===== config.mk =====
export PLATFORM = sky130hd
export DESIGN_NAME = access_sequencer
export DESIGN_NICKNAME = d
export VERILOG_FILES = /design/src/logic/mem_map_pkg.sv /design/src/logic/access_pkg.sv /design/src/logic/access_sequencer.sv
export SDC_FILE = /design/constraint.sdc
export NUM_CORES = 1
export LEC_CHECK = 0
export BUFFER_PORTS_ARGS = -buffer_cell sky130_fd_sc_hd__buf_4
export CAP_MARGIN = 30
export CORE_ASPECT_RATIO = 1.4
export CORE_MARGIN = 1.5
export CORE_UTILIZATION = 40
export DETAILED_ROUTE_END_ITERATION = 6
export PLACE_DENSITY = 0.82
export SLEW_MARGIN = 0
export SYNTH_ARGS = -nofsm -noshare
export SYNTH_HDL_FRONTEND = slang
export SYNTH_SLANG_ARGS = --single-unit

===== constraint.sdc =====
create_clock -name clk -period 2.4 [get_ports clk]
set_input_delay 0.36 -clock clk [delete_from_list [all_inputs] [get_ports clk]]
set_output_delay 0.36 -clock clk [all_outputs]
set_load 0.05 [all_outputs]

===== src/logic/mem_map_pkg.sv =====
// Address map, memory sizes, data word types and data address classes
package mem_map_pkg;

    // ==================================================
    // Widths
    // ==================================================
    localparam int ADDR_W = 32;
    localparam int WORD_W = 32;
    localparam int LANES  = WORD_W / 8;
    localparam int GPIO_W = 5;

    typedef logic [ADDR_W-1:0] addr_t;
    typedef logic [WORD_W-1:0] word_t;
    typedef logic [LANES-1:0]  byte_en_t;
    typedef logic [GPIO_W-1:0] gpio_t;

    // ==================================================
    // Memory map
    // ==================================================
    // Program memory first, data RAM right behind it
    localparam addr_t PROG_MEM_SIZE = 32'h0000_2000;
    localparam addr_t DATA_MEM_SIZE = 32'h0000_2000;
    localparam addr_t MEM_SIZE      = PROG_MEM_SIZE + DATA_MEM_SIZE;
    localparam addr_t DATA_BASE     = 32'h0000_2000;

    // Sits well outside the RAM window
    localparam addr_t GPIO_ADDR     = 32'h4000_1000;

    // Byte index into the shared memory array
    localparam int MEM_AW = $clog2(MEM_SIZE);
    typedef logic [MEM_AW-1:0] mem_idx_t;

    // Class of a data address
    typedef enum logic [1:0] {
        REGION_RAM,
        REGION_GPIO,
        REGION_NONE
    } region_e;

endpackage


===== src/logic/access_pkg.sv =====
// Store size codes, access delays, delay counter type and access state enum
package access_pkg;

    // ==================================================
    // Store size (funct3 of the store instruction)
    // ==================================================
    localparam int FUNCT3_W = 3;

    typedef logic [FUNCT3_W-1:0] store_size_t;

    localparam store_size_t SIZE_BYTE = 3'b000;
    localparam store_size_t SIZE_HALF = 3'b001;
    localparam store_size_t SIZE_WORD = 3'b010;

    // ==================================================
    // Access timing
    // ==================================================
    localparam int DELAY_W = 3;

    typedef logic [DELAY_W-1:0] delay_t;

    // Cycles from acceptance to the ready edge
    localparam delay_t INSTR_FETCH_DELAY = 3'd3;
    localparam delay_t DATA_ACCESS_DELAY = 3'd2;

    // Sequencer state
    typedef enum logic {
        ACCESS_IDLE,
        ACCESS_ACTIVE
    } access_state_e;

endpackage


===== src/logic/access_sequencer.sv =====
// Request arbiter with data priority, access field latches and delay counter
`timescale 1ns/1ps

module access_sequencer (
    input  logic                    clk,
    input  logic                    rst_n,
    input  logic                    mem_we,
    input  logic                    mem_re,
    input  mem_map_pkg::addr_t      mem_addr,
    input  mem_map_pkg::word_t      mem_wdata,
    input  mem_map_pkg::region_e    region,
    input  mem_map_pkg::byte_en_t   byte_en,
    input  mem_map_pkg::addr_t      instr_addr,
    input  logic                    instr_in_range,
    output logic                    commit,
    output logic                    cur_is_instr,
    output logic                    cur_we,
    output mem_map_pkg::addr_t      cur_addr,
    output mem_map_pkg::word_t      cur_wdata,
    output mem_map_pkg::byte_en_t   cur_byte_en,
    output mem_map_pkg::region_e    cur_region,
    output logic                    cur_in_range
);

    access_pkg::access_state_e state;
    access_pkg::delay_t        count;

    logic data_req;
    logic start_data;
    logic start_instr;
    logic gpio_now;

    // Fields captured at acceptance
    logic                    is_instr_q;
    logic                    we_q;
    logic                    in_range_q;
    mem_map_pkg::addr_t      addr_q;
    mem_map_pkg::word_t      wdata_q;
    mem_map_pkg::byte_en_t   byte_en_q;
    mem_map_pkg::region_e    region_q;

    // ==================================================
    // Arbitration
    // ==================================================
    assign data_req    = mem_we || mem_re;
    assign start_data  = (state == access_pkg::ACCESS_IDLE) && data_req;
    assign start_instr = (state == access_pkg::ACCESS_IDLE) && !data_req;

    // GPIO finishes in the same cycle it is taken
    assign gpio_now = start_data && (region == mem_map_pkg::REGION_GPIO);

    always_ff @(posedge clk or negedge rst_n) begin
        if (!rst_n) begin
            state      <= access_pkg::ACCESS_IDLE;
            count      <= '0;
            is_instr_q <= 1'b0;
            we_q       <= 1'b0;
        end else begin
            case (state)
                access_pkg::ACCESS_IDLE: begin
                    if (start_data) begin
                        is_instr_q <= 1'b0;
                        we_q       <= mem_we;
                        if (!gpio_now) begin
                            state <= access_pkg::ACCESS_ACTIVE;
                            count <= access_pkg::DATA_ACCESS_DELAY - 3'd1;
                        end
                    end else if (start_instr) begin
                        is_instr_q <= 1'b1;
                        we_q       <= 1'b0;
                        state      <= access_pkg::ACCESS_ACTIVE;
                        count      <= access_pkg::INSTR_FETCH_DELAY - 3'd1;
                    end
                end
                access_pkg::ACCESS_ACTIVE: begin
                    if (count == '0) begin
                        state <= access_pkg::ACCESS_IDLE;
                    end else begin
                        count <= count - 3'd1;
                    end
                end
                default: begin
                    state <= access_pkg::ACCESS_IDLE;
                end
            endcase
        end
    end

    always_ff @(posedge clk) begin
        if (start_data) begin
            addr_q     <= mem_addr;
            wdata_q    <= mem_wdata;
            byte_en_q  <= byte_en;
            region_q   <= region;
            in_range_q <= (region == mem_map_pkg::REGION_RAM);
        end else if (start_instr) begin
            addr_q     <= instr_addr;
            wdata_q    <= '0;
            byte_en_q  <= '0;
            region_q   <= mem_map_pkg::REGION_NONE;
            in_range_q <= instr_in_range;
        end
    end

    // ==================================================
    // Commit to the result stage
    // ==================================================
    assign commit = gpio_now ||
                    ((state == access_pkg::ACCESS_ACTIVE) && (count == '0));

    // Live request fields for GPIO, latched ones otherwise
    always_comb begin
        if (gpio_now) begin
            cur_is_instr = 1'b0;
            cur_we       = mem_we;
            cur_addr     = mem_addr;
            cur_wdata    = mem_wdata;
            cur_byte_en  = byte_en;
            cur_region   = region;
            cur_in_range = 1'b0;
        end else begin
            cur_is_instr = is_instr_q;
            cur_we       = we_q;
            cur_addr     = addr_q;
            cur_wdata    = wdata_q;
            cur_byte_en  = byte_en_q;
            cur_region   = region_q;
            cur_in_range = in_range_q;
        end
    end

    // Idle commits only come from a data request at the GPIO address
    a_idle_commit_gpio: assert property (@(posedge clk) disable iff (!rst_n)
        (commit && (state == access_pkg::ACCESS_IDLE)) |->
            (data_req && (mem_addr == mem_map_pkg::GPIO_ADDR)))
        else $error("access_sequencer: commit while idle for a non-GPIO access");

    a_count_bound: assert property (@(posedge clk) disable iff (!rst_n)
        count <= access_pkg::INSTR_FETCH_DELAY)
        else $error("access_sequencer: delay counter out of range");

endmodule


==> metrics.md <==
| Metric | Value |
|---|---|
| Most frequent cell after synthesis | edfxtp_1 |
| Yosys top cell area share | 0.5338 |
| Largest net degree at the start of global routing | 41 |
| CP Class | reg -> out |
| Detailed Routing Iterations Pass 1 | 4 |
| Failing checks | negative setup slack |
| Simple-gate share of the synthesized area | 0.08020 |
| DR iter-0 viols | 104 |
| Routability cong. | 0.7544 |
| Leak | 2.796 nW |
| Top sig layer | met4 |
| Syn Nets | 373 |
| Fmax | 0.4042 GHz |
| Initial antenna violation count | 0 |
| Num CTS Buffers | 9 |
| Met2 wire length | 5643 um |
| # Max-Cap Violations | 0 |
| Final total power | 7.160 mW |
| Ys flop type | edfxtp_1 |
| Async set-reset flop share out of synthesis | 0.07792 |
| DP Area | 5502 um2 |
| Core area | 9792 um2 |
| FP Rows | 43 |
| Slew @ Worst Pin | 474.8 ps |
| H-tree depth | 3 |
| Nets | 570 |
| Final hold vios | 0 |
| Ant diodes | 0 |
| Layout area overhead | 65.26% |
| Crit end category | output pin |
| XOR/XNOR Fraction of Synth Area | 0 |
| GRT Overall Usage | 0.1774 |
| Pwr per Cell Area | 1085 nW/um2 |
| Register area share after synthesis | 0.5714 |
| Status | finished with violations |
| Final wirelength | 10700 um |
| Via count | 2945 |
| First-pass GRT wire length | 14370 um |
| DRC | 0 |
| Die area | 10600 um2 |
| M1 wire length | 4232 um |
| CTS tree | yes |
| Fin. max-slew vios | 0 |
| Cell taking the most area after synthesis | edfxtp_1 |
| Unrepaired setup endpoints after global routing | true |
| Storage element area | 2282 um2 |
| Fillers | 676 |
| Die width | 87.45 um |
| Worst skew pair latency | 330 ps |
| Synth unique cells | 26 |
| Required @ worst endpoint | 2040 ps |
| Critical path startpoint category | flop |
| Hold Crit Depth | 2 |
| Class of the worst hold path | in -> reg |
| Synthesized-area fraction occupied by adder cells | 0.006266 |
| Maximum vdd drop | 0.6149 mV |
| Post-synth EDFFs | 71 |
| Routed Antenna Nets | 0 |
| Share of cells above drive strength 1 | 0.6824 |
| Final worst slack | -73.74 ps |
| Hpwl dp | 6422 um |
| Worst path arrival time | 2110 ps |
| Wirelength per Cell | 17.80 um |
| Io pins | 181 |
| Largest family of logic cells by synthesized area | multiplexers |
| PortBufs | 180 |
| Die Ht | 121.2 um |
| Root Buffer | clkbuf_16 |
| Slew HR | 0.6823 |
| Post-synthesis cell area | 3994 um2 |
| Grt total ovfl | 0 |
| Final setup vio count | 68 |
| Final instance area | 6600 um2 |
| Cells after Synth | 264 |
| Synth Warn # | 0 |
| Final Skew | 8.233 ps |
| Top cells by instance count after synthesis | edfxtp_1, mux2_1, mux2_2, and2_1, dfrtp_1 |
| WL met3 | 611 um |
| Mux contribution to synthesized area | 0.2876 |
| Syn Area/Cell | 15.13 um2 |
| Clock Tree Buf Depth | 2 |
| Period Utilization, post-route | 1.031 |
| Initial Util | 0.4079 |
| Flops & latches, synth | 77 |
| Sink Count | 77 |
| Clock transition at path regs | 60 ps |
| Compound-cell area share of the yosys netlist | 0.01472 |
| DR vias/cell | 4.900 |
| Multi-input logic area | 1774 um2 |
| Crit Path Max Fanout | 5 |
| R2R cell count | 4 |
| Number of global-route vias before repair | 3049 |
| Top post-synthesis cells by area | edfxtp_1, mux2_1, mux2_2 |
| Final min period | 2474 ps |
per-layer routing:
metal  vias up  GRT usage
li1       1374          -
met1      1431     0.2104
met2       120     0.3024
met3        20    0.03878
met4         0    0.08135
met5         -          0
per-stage QoR:
stage / cells / setup WS, ps / hold slack, ps / util / setup TNS [ps]
global route: 601 / -126.6 / 299.7 / 0.6740 / -6042
CTS: 589 / -57.69 / 290.8 / 0.6259 / -1614
detailed placement: 570 / 136.4 / 171.3 / 0.5618 / 0
finish: 601 / -73.74 / 305.5 / 0.6740 / -2320
floorplan: 264 / 1.876 / 64.41 / - / 0
global placement: 570 / 159.7 / 171.7 / 0.5618 / 0
layout make-up:
cell class,count,area share
clock buffer,12,0.04038
inverter,5,0.002844
clock inverter,4,0.006825
tap,135,0.02559
multi-input combinational,166,0.2688
sequential,77,0.3458
timing repair buffer,202,0.3098
logic make-up (layout without fill, tap and decap cells):
kind of cell,Yosys count,in the layout
multiplexers,102,102
flip-flops,77,77
buffers and inverters,21,223
AND/OR/NAND/NOR,54,54
adder cells (fa/ha/maj),2,2
AO/OA/AOI/OAI,8,8
layout by cell type, fill, tap and decap left out:
cell type	Yosys	routed
ha_1	2	2
nand2_1	4	4
o21ai_0	3	3
a22o_1	2	2
dfrtp_1	6	6
clkbuf_16	0	14
clkbuf_8	0	3
nor2b_1	3	3
buf_16	0	2
inv_1	5	4
nor2_1	4	3
mux2_4	0	55
nor2_4	0	2
nor3_1	1	1
a21o_1	1	1
bufinv_16	0	1
buf_6	2	60
buf_4	1	115
and2_1	37	37
inv_2	0	1
a221o_1	1	1
or3_1	1	1
mux2_2	44	42
buf_12	0	6
mux2_1	58	5
dlygate4sd3_1	0	1
a221oi_1	1	1
buf_8	5	13
nor3b_1	1	1
or2_1	1	1
or3b_4	0	1
edfxtp_1	71	71
clkinv_2	0	3
worst max-delay path, stage by stage (launching register included):
cell	delay [ps]
dfrtp_1	380
or3b_4	390
nor2_4	190
buf_6	170
buf_12	120
mux2_2	360
buf_6	160
final timing paths:
check / from / to / slack [ps]
worst min-delay path: mem_we / we_q / 310
worst max-delay path: state / cur_wdata[15] / -70
min in group asynchronous: rst_n / count[0] / 400
max in group asynchronous: rst_n / count[1] / 1890
worst max register to register: state / addr_q[18] / 560
worst min register to register: is_instr_q / is_instr_q / 480
state kept, by name (all words and copies together), names as in the netlist:
signal      count
addr_q         32
wdata_q        32
byte_en_q       4
count           3
region_q        2
in_range_q      1
is_instr_q      1
state           1
we_q            1
power by group:
group	internal, mW	leakage, nW	switching, mW
Clock	0.885	0.158	0.505
Sequential	1.97	0.739	0.100
Combinational	1.59	1.90	2.11
Total	4.45	2.80	2.71
timing repair:
item / 4_1_cts / 5_1_grt
setup endpoints to repair: 68 / 68
hold buffers: 1 / 0
gates cloned: 1 / 8
resized for setup: 73 / 81
hold endpoints to repair: 6 / 0
pin swaps: 0 / 1
buffers inserted: 1 / 4
Power figures use the tool's default switching activity.
