--- src/logic/mem_map_pkg.sv ---
// Address map, memory sizes, data word types and data address classes
package mem_map_pkg;

    // ==================================================
    // Widths
    // ==================================================
    localparam int ADDR_W = 32;
    localparam int WORD_W = 32;
    localparam int LANES  = WORD_W / 8;
    localparam int GPIO_W = 5;

    typedef logic [ADDR_W-1:0] addr_t;
    typedef logic [WORD_W-1:0] word_t;
    typedef logic [LANES-1:0]  byte_en_t;
    typedef logic [GPIO_W-1:0] gpio_t;

    // ==================================================
    // Memory map
    // ==================================================
    // Program memory first, data RAM right behind it
    localparam addr_t PROG_MEM_SIZE = 32'h0000_2000;
    localparam addr_t DATA_MEM_SIZE = 32'h0000_2000;
    localparam addr_t MEM_SIZE      = PROG_MEM_SIZE + DATA_MEM_SIZE;
    localparam addr_t DATA_BASE     = 32'h0000_2000;

    // Sits well outside the RAM window
    localparam addr_t GPIO_ADDR     = 32'h4000_1000;

    // Byte index into the shared memory array
    localparam int MEM_AW = $clog2(MEM_SIZE);
    typedef logic [MEM_AW-1:0] mem_idx_t;

    // Class of a data address
    typedef enum logic [1:0] {
        REGION_RAM,
        REGION_GPIO,
        REGION_NONE
    } region_e;

endpackage

--- src/logic/access_pkg.sv ---
// Store size codes, access delays, delay counter type and access state enum
package access_pkg;

    // ==================================================
    // Store size (funct3 of the store instruction)
    // ==================================================
    localparam int FUNCT3_W = 3;

    typedef logic [FUNCT3_W-1:0] store_size_t;

    localparam store_size_t SIZE_BYTE = 3'b000;
    localparam store_size_t SIZE_HALF = 3'b001;
    localparam store_size_t SIZE_WORD = 3'b010;

    // ==================================================
    // Access timing
    // ==================================================
    localparam int DELAY_W = 3;

    typedef logic [DELAY_W-1:0] delay_t;

    // Cycles from acceptance to the ready edge
    localparam delay_t INSTR_FETCH_DELAY = 3'd3;
    localparam delay_t DATA_ACCESS_DELAY = 3'd2;

    // Sequencer state
    typedef enum logic {
        ACCESS_IDLE,
        ACCESS_ACTIVE
    } access_state_e;

endpackage

--- src/logic/access_decode.sv ---
// Data address classifier, fetch range check and store byte-enable expansion
`timescale 1ns/1ps

module access_decode (
    input  mem_map_pkg::addr_t        instr_addr,
    input  mem_map_pkg::addr_t        mem_addr,
    input  access_pkg::store_size_t   mem_flag,
    output mem_map_pkg::region_e      region,
    output mem_map_pkg::byte_en_t     byte_en,
    output logic                      instr_in_range
);

    logic in_ram;
    logic is_gpio;

    // ==================================================
    // Data address class
    // ==================================================
    // Only the data RAM half is reachable through the data port
    assign in_ram  = (mem_addr >= mem_map_pkg::DATA_BASE) &&
                     (mem_addr <  mem_map_pkg::MEM_SIZE);
    assign is_gpio = (mem_addr == mem_map_pkg::GPIO_ADDR);

    always_comb begin
        if (in_ram) begin
            region = mem_map_pkg::REGION_RAM;
        end else if (is_gpio) begin
            region = mem_map_pkg::REGION_GPIO;
        end else begin
            region = mem_map_pkg::REGION_NONE;
        end
    end

    // Fetches may come from program memory or data RAM
    assign instr_in_range = (instr_addr < mem_map_pkg::MEM_SIZE);

    // ==================================================
    // Store lane enables
    // ==================================================
    always_comb begin
        case (mem_flag)
            access_pkg::SIZE_BYTE: begin
                byte_en = 4'b0001;
            end
            access_pkg::SIZE_HALF: begin
                byte_en = 4'b0011;
            end
            access_pkg::SIZE_WORD: begin
                byte_en = 4'b1111;
            end
            default: begin
                // Unknown code falls back to a byte store
                byte_en = 4'b0001;
            end
        endcase
    end

endmodule

--- config.mk ---
export PLATFORM = sky130hd
export DESIGN_NAME = access_decode
export DESIGN_NICKNAME = d
export VERILOG_FILES = /design/src/logic/mem_map_pkg.sv /design/src/logic/access_pkg.sv /design/src/logic/access_decode.sv
export SDC_FILE = /design/constraint.sdc
export NUM_CORES = 1
export LEC_CHECK = 0
export BUFFER_PORTS_ARGS = -buffer_cell sky130_fd_sc_hd__clkbuf_2
export CAP_MARGIN = 10
export CORE_AREA = 2 2 39 41
export DETAILED_ROUTE_END_ITERATION = 10
export DIE_AREA = 0 0 41 43
export MAX_ROUTING_LAYER = met4
export PLACE_DENSITY = 0.73
export SYNTH_ARGS = -nofsm -noshare
export SYNTH_HDL_FRONTEND = slang
export SYNTH_SLANG_ARGS = --single-unit
--- constraint.sdc ---
create_clock -name vclk -period 1.7
set_clock_uncertainty 0.05 [all_clocks]
set_input_delay 0.255 -clock vclk [all_inputs]
set_output_delay 0.255 -clock vclk [all_outputs]
set_load 0.01 [all_outputs]
==> results.txt, run 1 <==
fin crit period - 1.54 ns
largest net degree at the start of global routing - 3
Post-synth top cells - nor4_1, nor2_1, buf_4, nand4_1
unrepaired setup endpoints after global routing - false
Crit. End Element - primary output
Worst Path Arrival - 1.23 ns
num ports - 74
Die Span Y - 43 um
ant diodes - 0
initial antenna violation count - 0
via count - 435
DRT iter0 DRCs - 0
Placer Congestion - 0.690
die width - 41 um
peak supply drop - 0.0000397 V
Met2 Wirelength - 417 um
Design Power - 79.1 uW
Worst EP required - 1.39 ns
M1 WL - 212 um
Seq/Total Area, Yosys - 0%
Filler Cell Count - 151
CTS Hold Bufs - 0
vias per inst - 4.39
Core Area - 0.00138 sq mm
Hold Path Class - primary input to primary output
Setup crit start kind - primary input
Synth Instances - 26
post-synth net total - 93
most frequent cell after synthesis - nor4_1
worst setup path class - primary input to primary output
Max-Cap Viols - 0
gr ovfl total - 0
status - completed
setup_tns - 0 ns
Leak Pwr - 0.270 nW
footprint of the multi-input gates - 156 sq um
HPWL after DPL - 834 um
leading area contributor after synthesis - nor4_1
Cell Rows - 14
clock buf count - 0
WL final - 820 um
final cycle utilization of the critical path - 90.3%
area grow syn2layout - 175%
Distinct cells, synth - 13
DR pass1 iterations - 1
Total Nets Final - 152
number of synthesis warnings - 0
DIE AREA - 0.00176 sq mm
final setup vio count - 0
FMAX - 0.651 GHz
FFs & Latches - 0
P per Cell Area - 168 mW/mm^2
crit path from - instr_addr[28]
fin area - 472 sq um
global-route wire length before repair - 1150 um
Final Hold Fails - 0
worst-path maximum fanout - 1
CTS-repair resized insts - 0
average cell area after synthesis - 6.59 sq um
Post-Place Worst Slack - 0.155 ns
post-route ant nets - 0
leading post-synthesis cells by cell area - nor4_1, buf_4, nand4_1
Pins Over Slew Limit - 0
Initial Util - 12.4%
Placed Area - 472 sq um
Mapped Area - 171 sq um
drt drc - 0
post-DR wirelength/cell - 8.28 um
share of cells above drive strength 1 - 73.5%
uppermost layer routed - met3
FF/Latch Area - 0 sq um
vias in the first global route - 373
WL met3 - 191 um
worst setup path end - instr_in_range
worst setup margin - 0.165 ns
Post-CTS Setup Inserts - 0
Synth top area share - 36.5%
port bufs - 59
All-Layer GR Usage - 8.90%
worst max-delay path, stage by stage:
cell and delay [ns]:
clkbuf_2 0.08, or4_4 0.52, nor4_2 0.21, clkbuf_2 0.17
cell usage in the layout, fill, tap and decap left out:
cell type	count
nand4_1	2
a21o_1	1
nand2_1	1
nor4_2	1
nor2_1	3
nor4_1	10
conb_1	1
nor3b_1	1
nand3_1	1
nor4bb_1	1
xnor2_1	1
or4_4	1
clkbuf_2	59
area by class of cell:
class	instances	share of cell area, %
Tap cell	16	4.24
Timing Repair Buffer	59	62.6
Multi-Input combinational cell	24	33.2
per-layer routing:
metal / global-route usage (%) / vias up
met5: - / -
met4: 0 / 0
met3: 0.524 / 0
met2: 21.9 / 45
met1: 5.06 / 169
li1: - / 221
worst min-delay path by stage:
stage                         from        endpoint  slack (ns)  cells past startpoint
global route        instr_addr[31]  instr_in_range        0.71                      3
global placement    instr_addr[31]  instr_in_range        0.69                      3
detailed placement  instr_addr[31]  instr_in_range        0.69                      3
CTS                 instr_addr[31]  instr_in_range        0.69                      3
floorplan           instr_addr[31]  instr_in_range        0.49                      1
finish              instr_addr[31]  instr_in_range        0.69                      3
cell families after synthesis:
family / share of synthesized area [%]
XOR/XNOR: 5.11
AND/OR/NAND/NOR: 79.6
buffers and inverters: 8.76
other: 2.19
AO/OA/AOI/OAI: 4.38
through the flow:
stage | hold WS [ns] | std cells | utilization [%]
after CTS | 0.694 | 99 | 34.1
after global routing | 0.711 | 99 | 34.1
after detailed placement | 0.694 | 99 | 34.1
after global placement | 0.693 | 99 | 34.1
final | 0.692 | 99 | 34.1
after floorplan | 0.494 | 26 | -
report_power, final:
group	total [mW]	internal [mW]	switching, mW
clock	0	0	0
combinational	0.0791	0.0525	0.0265
sequential	0	0	0
Note: power is estimated with default switching activity, not from simulation.
==> run 2, diff against run 1 <==
==> constraint.sdc (replaced) <==
create_clock -name vclk -period 1.7
set_clock_uncertainty 0.05 [all_clocks]
set_input_delay 0.425 -clock vclk [all_inputs]
set_output_delay 0.425 -clock vclk [all_outputs]
set_load 0.01 [all_outputs]
==> results.txt, run 2 (synthesized netlist as in run 1, its figures left out) <==
vias per inst - 4.74
num ports - 74
Final Core Density - 41.8%
Post-Place Worst Slack - -0.198 ns
via count - 469
post-route ant nets - 0
worst-path maximum fanout - 1
port bufs - 59
Hold Slack - 1.04 ns
Max-Cap Viols - 0
WL final - 1250 um
Total Nets Final - 152
failing checks - setup timing
initial antenna violation count - 0
Worst Path Arrival - 1.42 ns
Worst path slowest cell - or4_4
FFs & Latches - 0
commonest non-fill, non-tap cell in the layout - clkbuf_2
P per Cell Area - 182 mW/mm^2
status - finished with violations
Placer Congestion - 0.778
HPWL after DPL - 1150 um
vias in the first global route - 432
Die Span Y - 43 um
Cell Chain, Critical Path - clkbuf_2 > or4_4 > nor4_4 > clkbuf_2
DRT iter0 DRCs - 3
share of cells above drive strength 1 - 80.7%
Crit path top cell by count - clkbuf_2
fin area - 578 sq um
Setup crit start kind - primary input
drt drc - 0
peak supply drop - 0.0000551 V
FMAX - 0.529 GHz
dpl cells - 99
unrepaired setup endpoints after global routing - true
gr ovfl total - 0
Initial Util - 12.4%
Design Power - 105 uW
largest net degree at the start of global routing - 3
post-DR wirelength/cell - 12.6 um
Hold Path Class - primary input to primary output
global-route wire length before repair - 1580 um
setup_tns - -0.198 ns
Final Hold Fails - 0
CP bufs+invs - 2
FF/Latch Area - 0 sq um
Crit. End Element - primary output
DIE AREA - 0.00176 sq mm
critical path's top delay family - simple AND/OR/NAND/NOR gates
worst setup margin - -0.191 ns
most frequent cells in the layout - clkbuf_2, nor4_1, nor4_4, buf_6, nor2_1
final setup vio count - 2
ant diodes - 0
DR pass1 iterations - 2
CP peak stage delay - 0.53 ns
clock buf count - 0
Pins Over Slew Limit - 0
Placed Area - 480 sq um
Leak Pwr - 0.299 nW
Worst EP required - 1.22 ns
fin crit period - 1.89 ns
worst setup path class - primary input to primary output
Post-CTS Setup Inserts - 0
Filler Cell Count - 138
Core Area - 0.00138 sq mm
final cycle utilization of the critical path - 111%
Cell Rows - 14
area grow syn2layout - 237%
Post-Layout Cell Count - 99
All-Layer GR Usage - 13.3%
die width - 41 um
==> run 2: cell types whose count changed in the layout (fill, tap and decap cells not counted), sizes merged <==
cell    delta
buf        +5
clkbuf     -5
==> run 2: worst min-delay path, delay by kind of cell <==
family                 cells  cell delay, ns
buffers and inverters      2            0.20
and+or+nand+nor            1            0.04
==> run 2: what timing repair did <==
| action | in CTS | in global routing |
|---|---|---|
| hold buffers | 0 | 0 |
| resized for setup | 4 | 12 |
| pin swaps | 2 | 7 |
| setup endpoints to repair | 3 | 3 |
==> run 2: area by class of cell <==
| cell class | count | area [sq um] | share of cell area [%] |
|---|---|---|---|
| tap | 16 | 20.0 | 3.46 |
| timing repair buffer | 59 | 320 | 55.4 |
| multi-input combinational | 24 | 238 | 41.1 |
==> run 2: final timing paths <==
kind / from / endpoint / depth (start not counted)
hold / removal: mem_flag[2] / byte_en[1] / 3
setup / recovery: instr_addr[28] / instr_in_range / 4
==> run 2: report_power, final <==
group | internal (mW) | total [mW] | switching [mW]
clock network | 0 | 0 | 0
logic | 0.0641 | 0.105 | 0.0413
registers | 0 | 0 | 0
total | 0.0641 | 0.105 | 0.0413
==> run 2: metal layers <==
layer / up-vias / share of wire (%) / routed length (um) / GRT usage, %
met3: 0 / 22 / 269 / 2.62
met5: - / 0 / 0 / -
met1: 189 / 31 / 382 / 12.7
met4: 0 / 0 / 0 / 0
met2: 58 / 48 / 596 / 26.6
li1: 222 / - / - / -
==> run 3, diff against run 2 <==
--- a/config.mk
+++ b/config.mk
@@ -10,7 +10,6 @@
 export CORE_AREA = 2 2 39 41
 export DETAILED_ROUTE_END_ITERATION = 10
 export DIE_AREA = 0 0 41 43
-export MAX_ROUTING_LAYER = met4
 export PLACE_DENSITY = 0.73
 export SYNTH_ARGS = -nofsm -noshare
 export SYNTH_HDL_FRONTEND = slang
==> constraint.sdc (replaced) <==
create_clock -name vclk -period 2.2
set_clock_uncertainty 0.05 [all_clocks]
set_input_delay 0.55 -clock vclk [all_inputs]
set_output_delay 0.55 -clock vclk [all_outputs]
set_load 0.01 [all_outputs]
==> results.txt, run 3 (synthesized netlist as in run 1, its figures left out) <==
vias per inst - 4.39
global-route wire length before repair - 1150 um
unrepaired setup endpoints after global routing - false
DIE AREA - 0.00176 sq mm
Design Power - 62.1 uW
Hold Slack - 1.29 ns
ant diodes - 0
WL final - 826 um
DRT iter0 DRCs - 0
Hold Path Class - primary input to primary output
peak supply drop - 0.0000307 V
status - completed
FMAX - 0.469 GHz
drt drc - 0
setup_tns - 0 ns
fin crit period - 2.13 ns
clock group share of total power - 0%
Sw Ratio - 34.4%
Filler Cell Count - 151
worst-path maximum fanout - 1
initial antenna violation count - 0
via count - 435
HP Start - mem_flag[2]
Final Hold Fails - 0
post-route ant nets - 0
largest net degree at the start of global routing - 3
post-DR wirelength/cell - 8.34 um
Worst EP required - 1.60 ns
num ports - 74
Placer Congestion - 0.683
vias in the first global route - 373
Cell Rows - 14
final setup vio count - 0
gr ovfl total - 0
internal power - 40.7 uW
Leak Pwr - 0.275 nW
final cycle utilization of the critical path - 96.8%
Core Area - 0.00138 sq mm
port bufs - 59
Seq pwr share - 0%
Worst Path Arrival - 1.53 ns
FFs & Latches - 0
worst setup path class - primary input to primary output
Crit. End Element - primary output
Max-Cap Viols - 0
CTS Hold Bufs - 0
clock buf count - 0
die width - 41 um
HPWL after DPL - 834 um
DR pass1 iterations - 1
All-Layer GR Usage - 8.69%
Initial Util - 12.4%
share of cells above drive strength 1 - 73.5%
Pins Over Slew Limit - 0
net switching power figure - 21.4 uW
FF/Latch Area - 0 sq um
Comb pwr share - 100.0%
most frequent cells in the layout - clkbuf_2, nor4_1, nor2_1
Total Nets Final - 152
Final Core Density - 34.7%
commonest non-fill, non-tap cell in the layout - clkbuf_2
Setup crit start kind - primary input
Die Span Y - 43 um
P per Cell Area - 129 mW/mm^2
area grow syn2layout - 180%
crit path from - instr_addr[28]
## run 3: routing by layer
layer	vias to the layer above	track usage [%]	share of wire, %
met1	169	5.06	26
met2	45	21.9	50
li1	221	-	-
met5	-	0	0
met3	0	0.524	23
met4	0	0	0
## run 3: what timing repair did
| action | in CTS | in global routing |
|---|---|---|
| gates resized for setup | 0 | 2 |
| setup buffers | 0 | 0 |
| setup endpoints to repair | 0 | 1 |
## run 3: area by class of cell
| type | instances | area, sq um | area share (%) |
|---|---|---|---|
| multi-input cells | 24 | 165 | 34.4 |
| well taps | 16 | 20.0 | 4.17 |
| repair buffers | 59 | 295 | 61.5 |
## run 3: per-stage QoR
| step | cell area [sq um] | instances | setup slack [ns] |
|---|---|---|---|
| floorplan | 171 | 26 | 0.220 |
| global placement | 472 | 99 | 0.0758 |
| detailed placement | 472 | 99 | 0.0649 |
| CTS | 472 | 99 | 0.0621 |
| global route | 480 | 99 | 0.0123 |
| finish | 480 | 99 | 0.0700 |
## run 3: worst paths after layout
path,endpoint,slack (ns),depth (start not counted)
worst min-delay path,byte_en[1],1.29,3
worst max-delay path,instr_in_range,0.07,4
## run 3: power by group through the flow
stage	Sequential (mW)	Clock [mW]	Combinational [mW]
final	0	0	0.0621
after CTS	0	0	0.0621
after global routing	0	0	0.0699
after detailed placement	0	0	0.0618
after floorplan	0	0	0.0135
after global placement	0	0	0.0605
## run 3: worst max-delay path: stages
cell	delay, ns
clkbuf_2	0.08
or4_4	0.53
nor4_4	0.20
buf_2	0.16
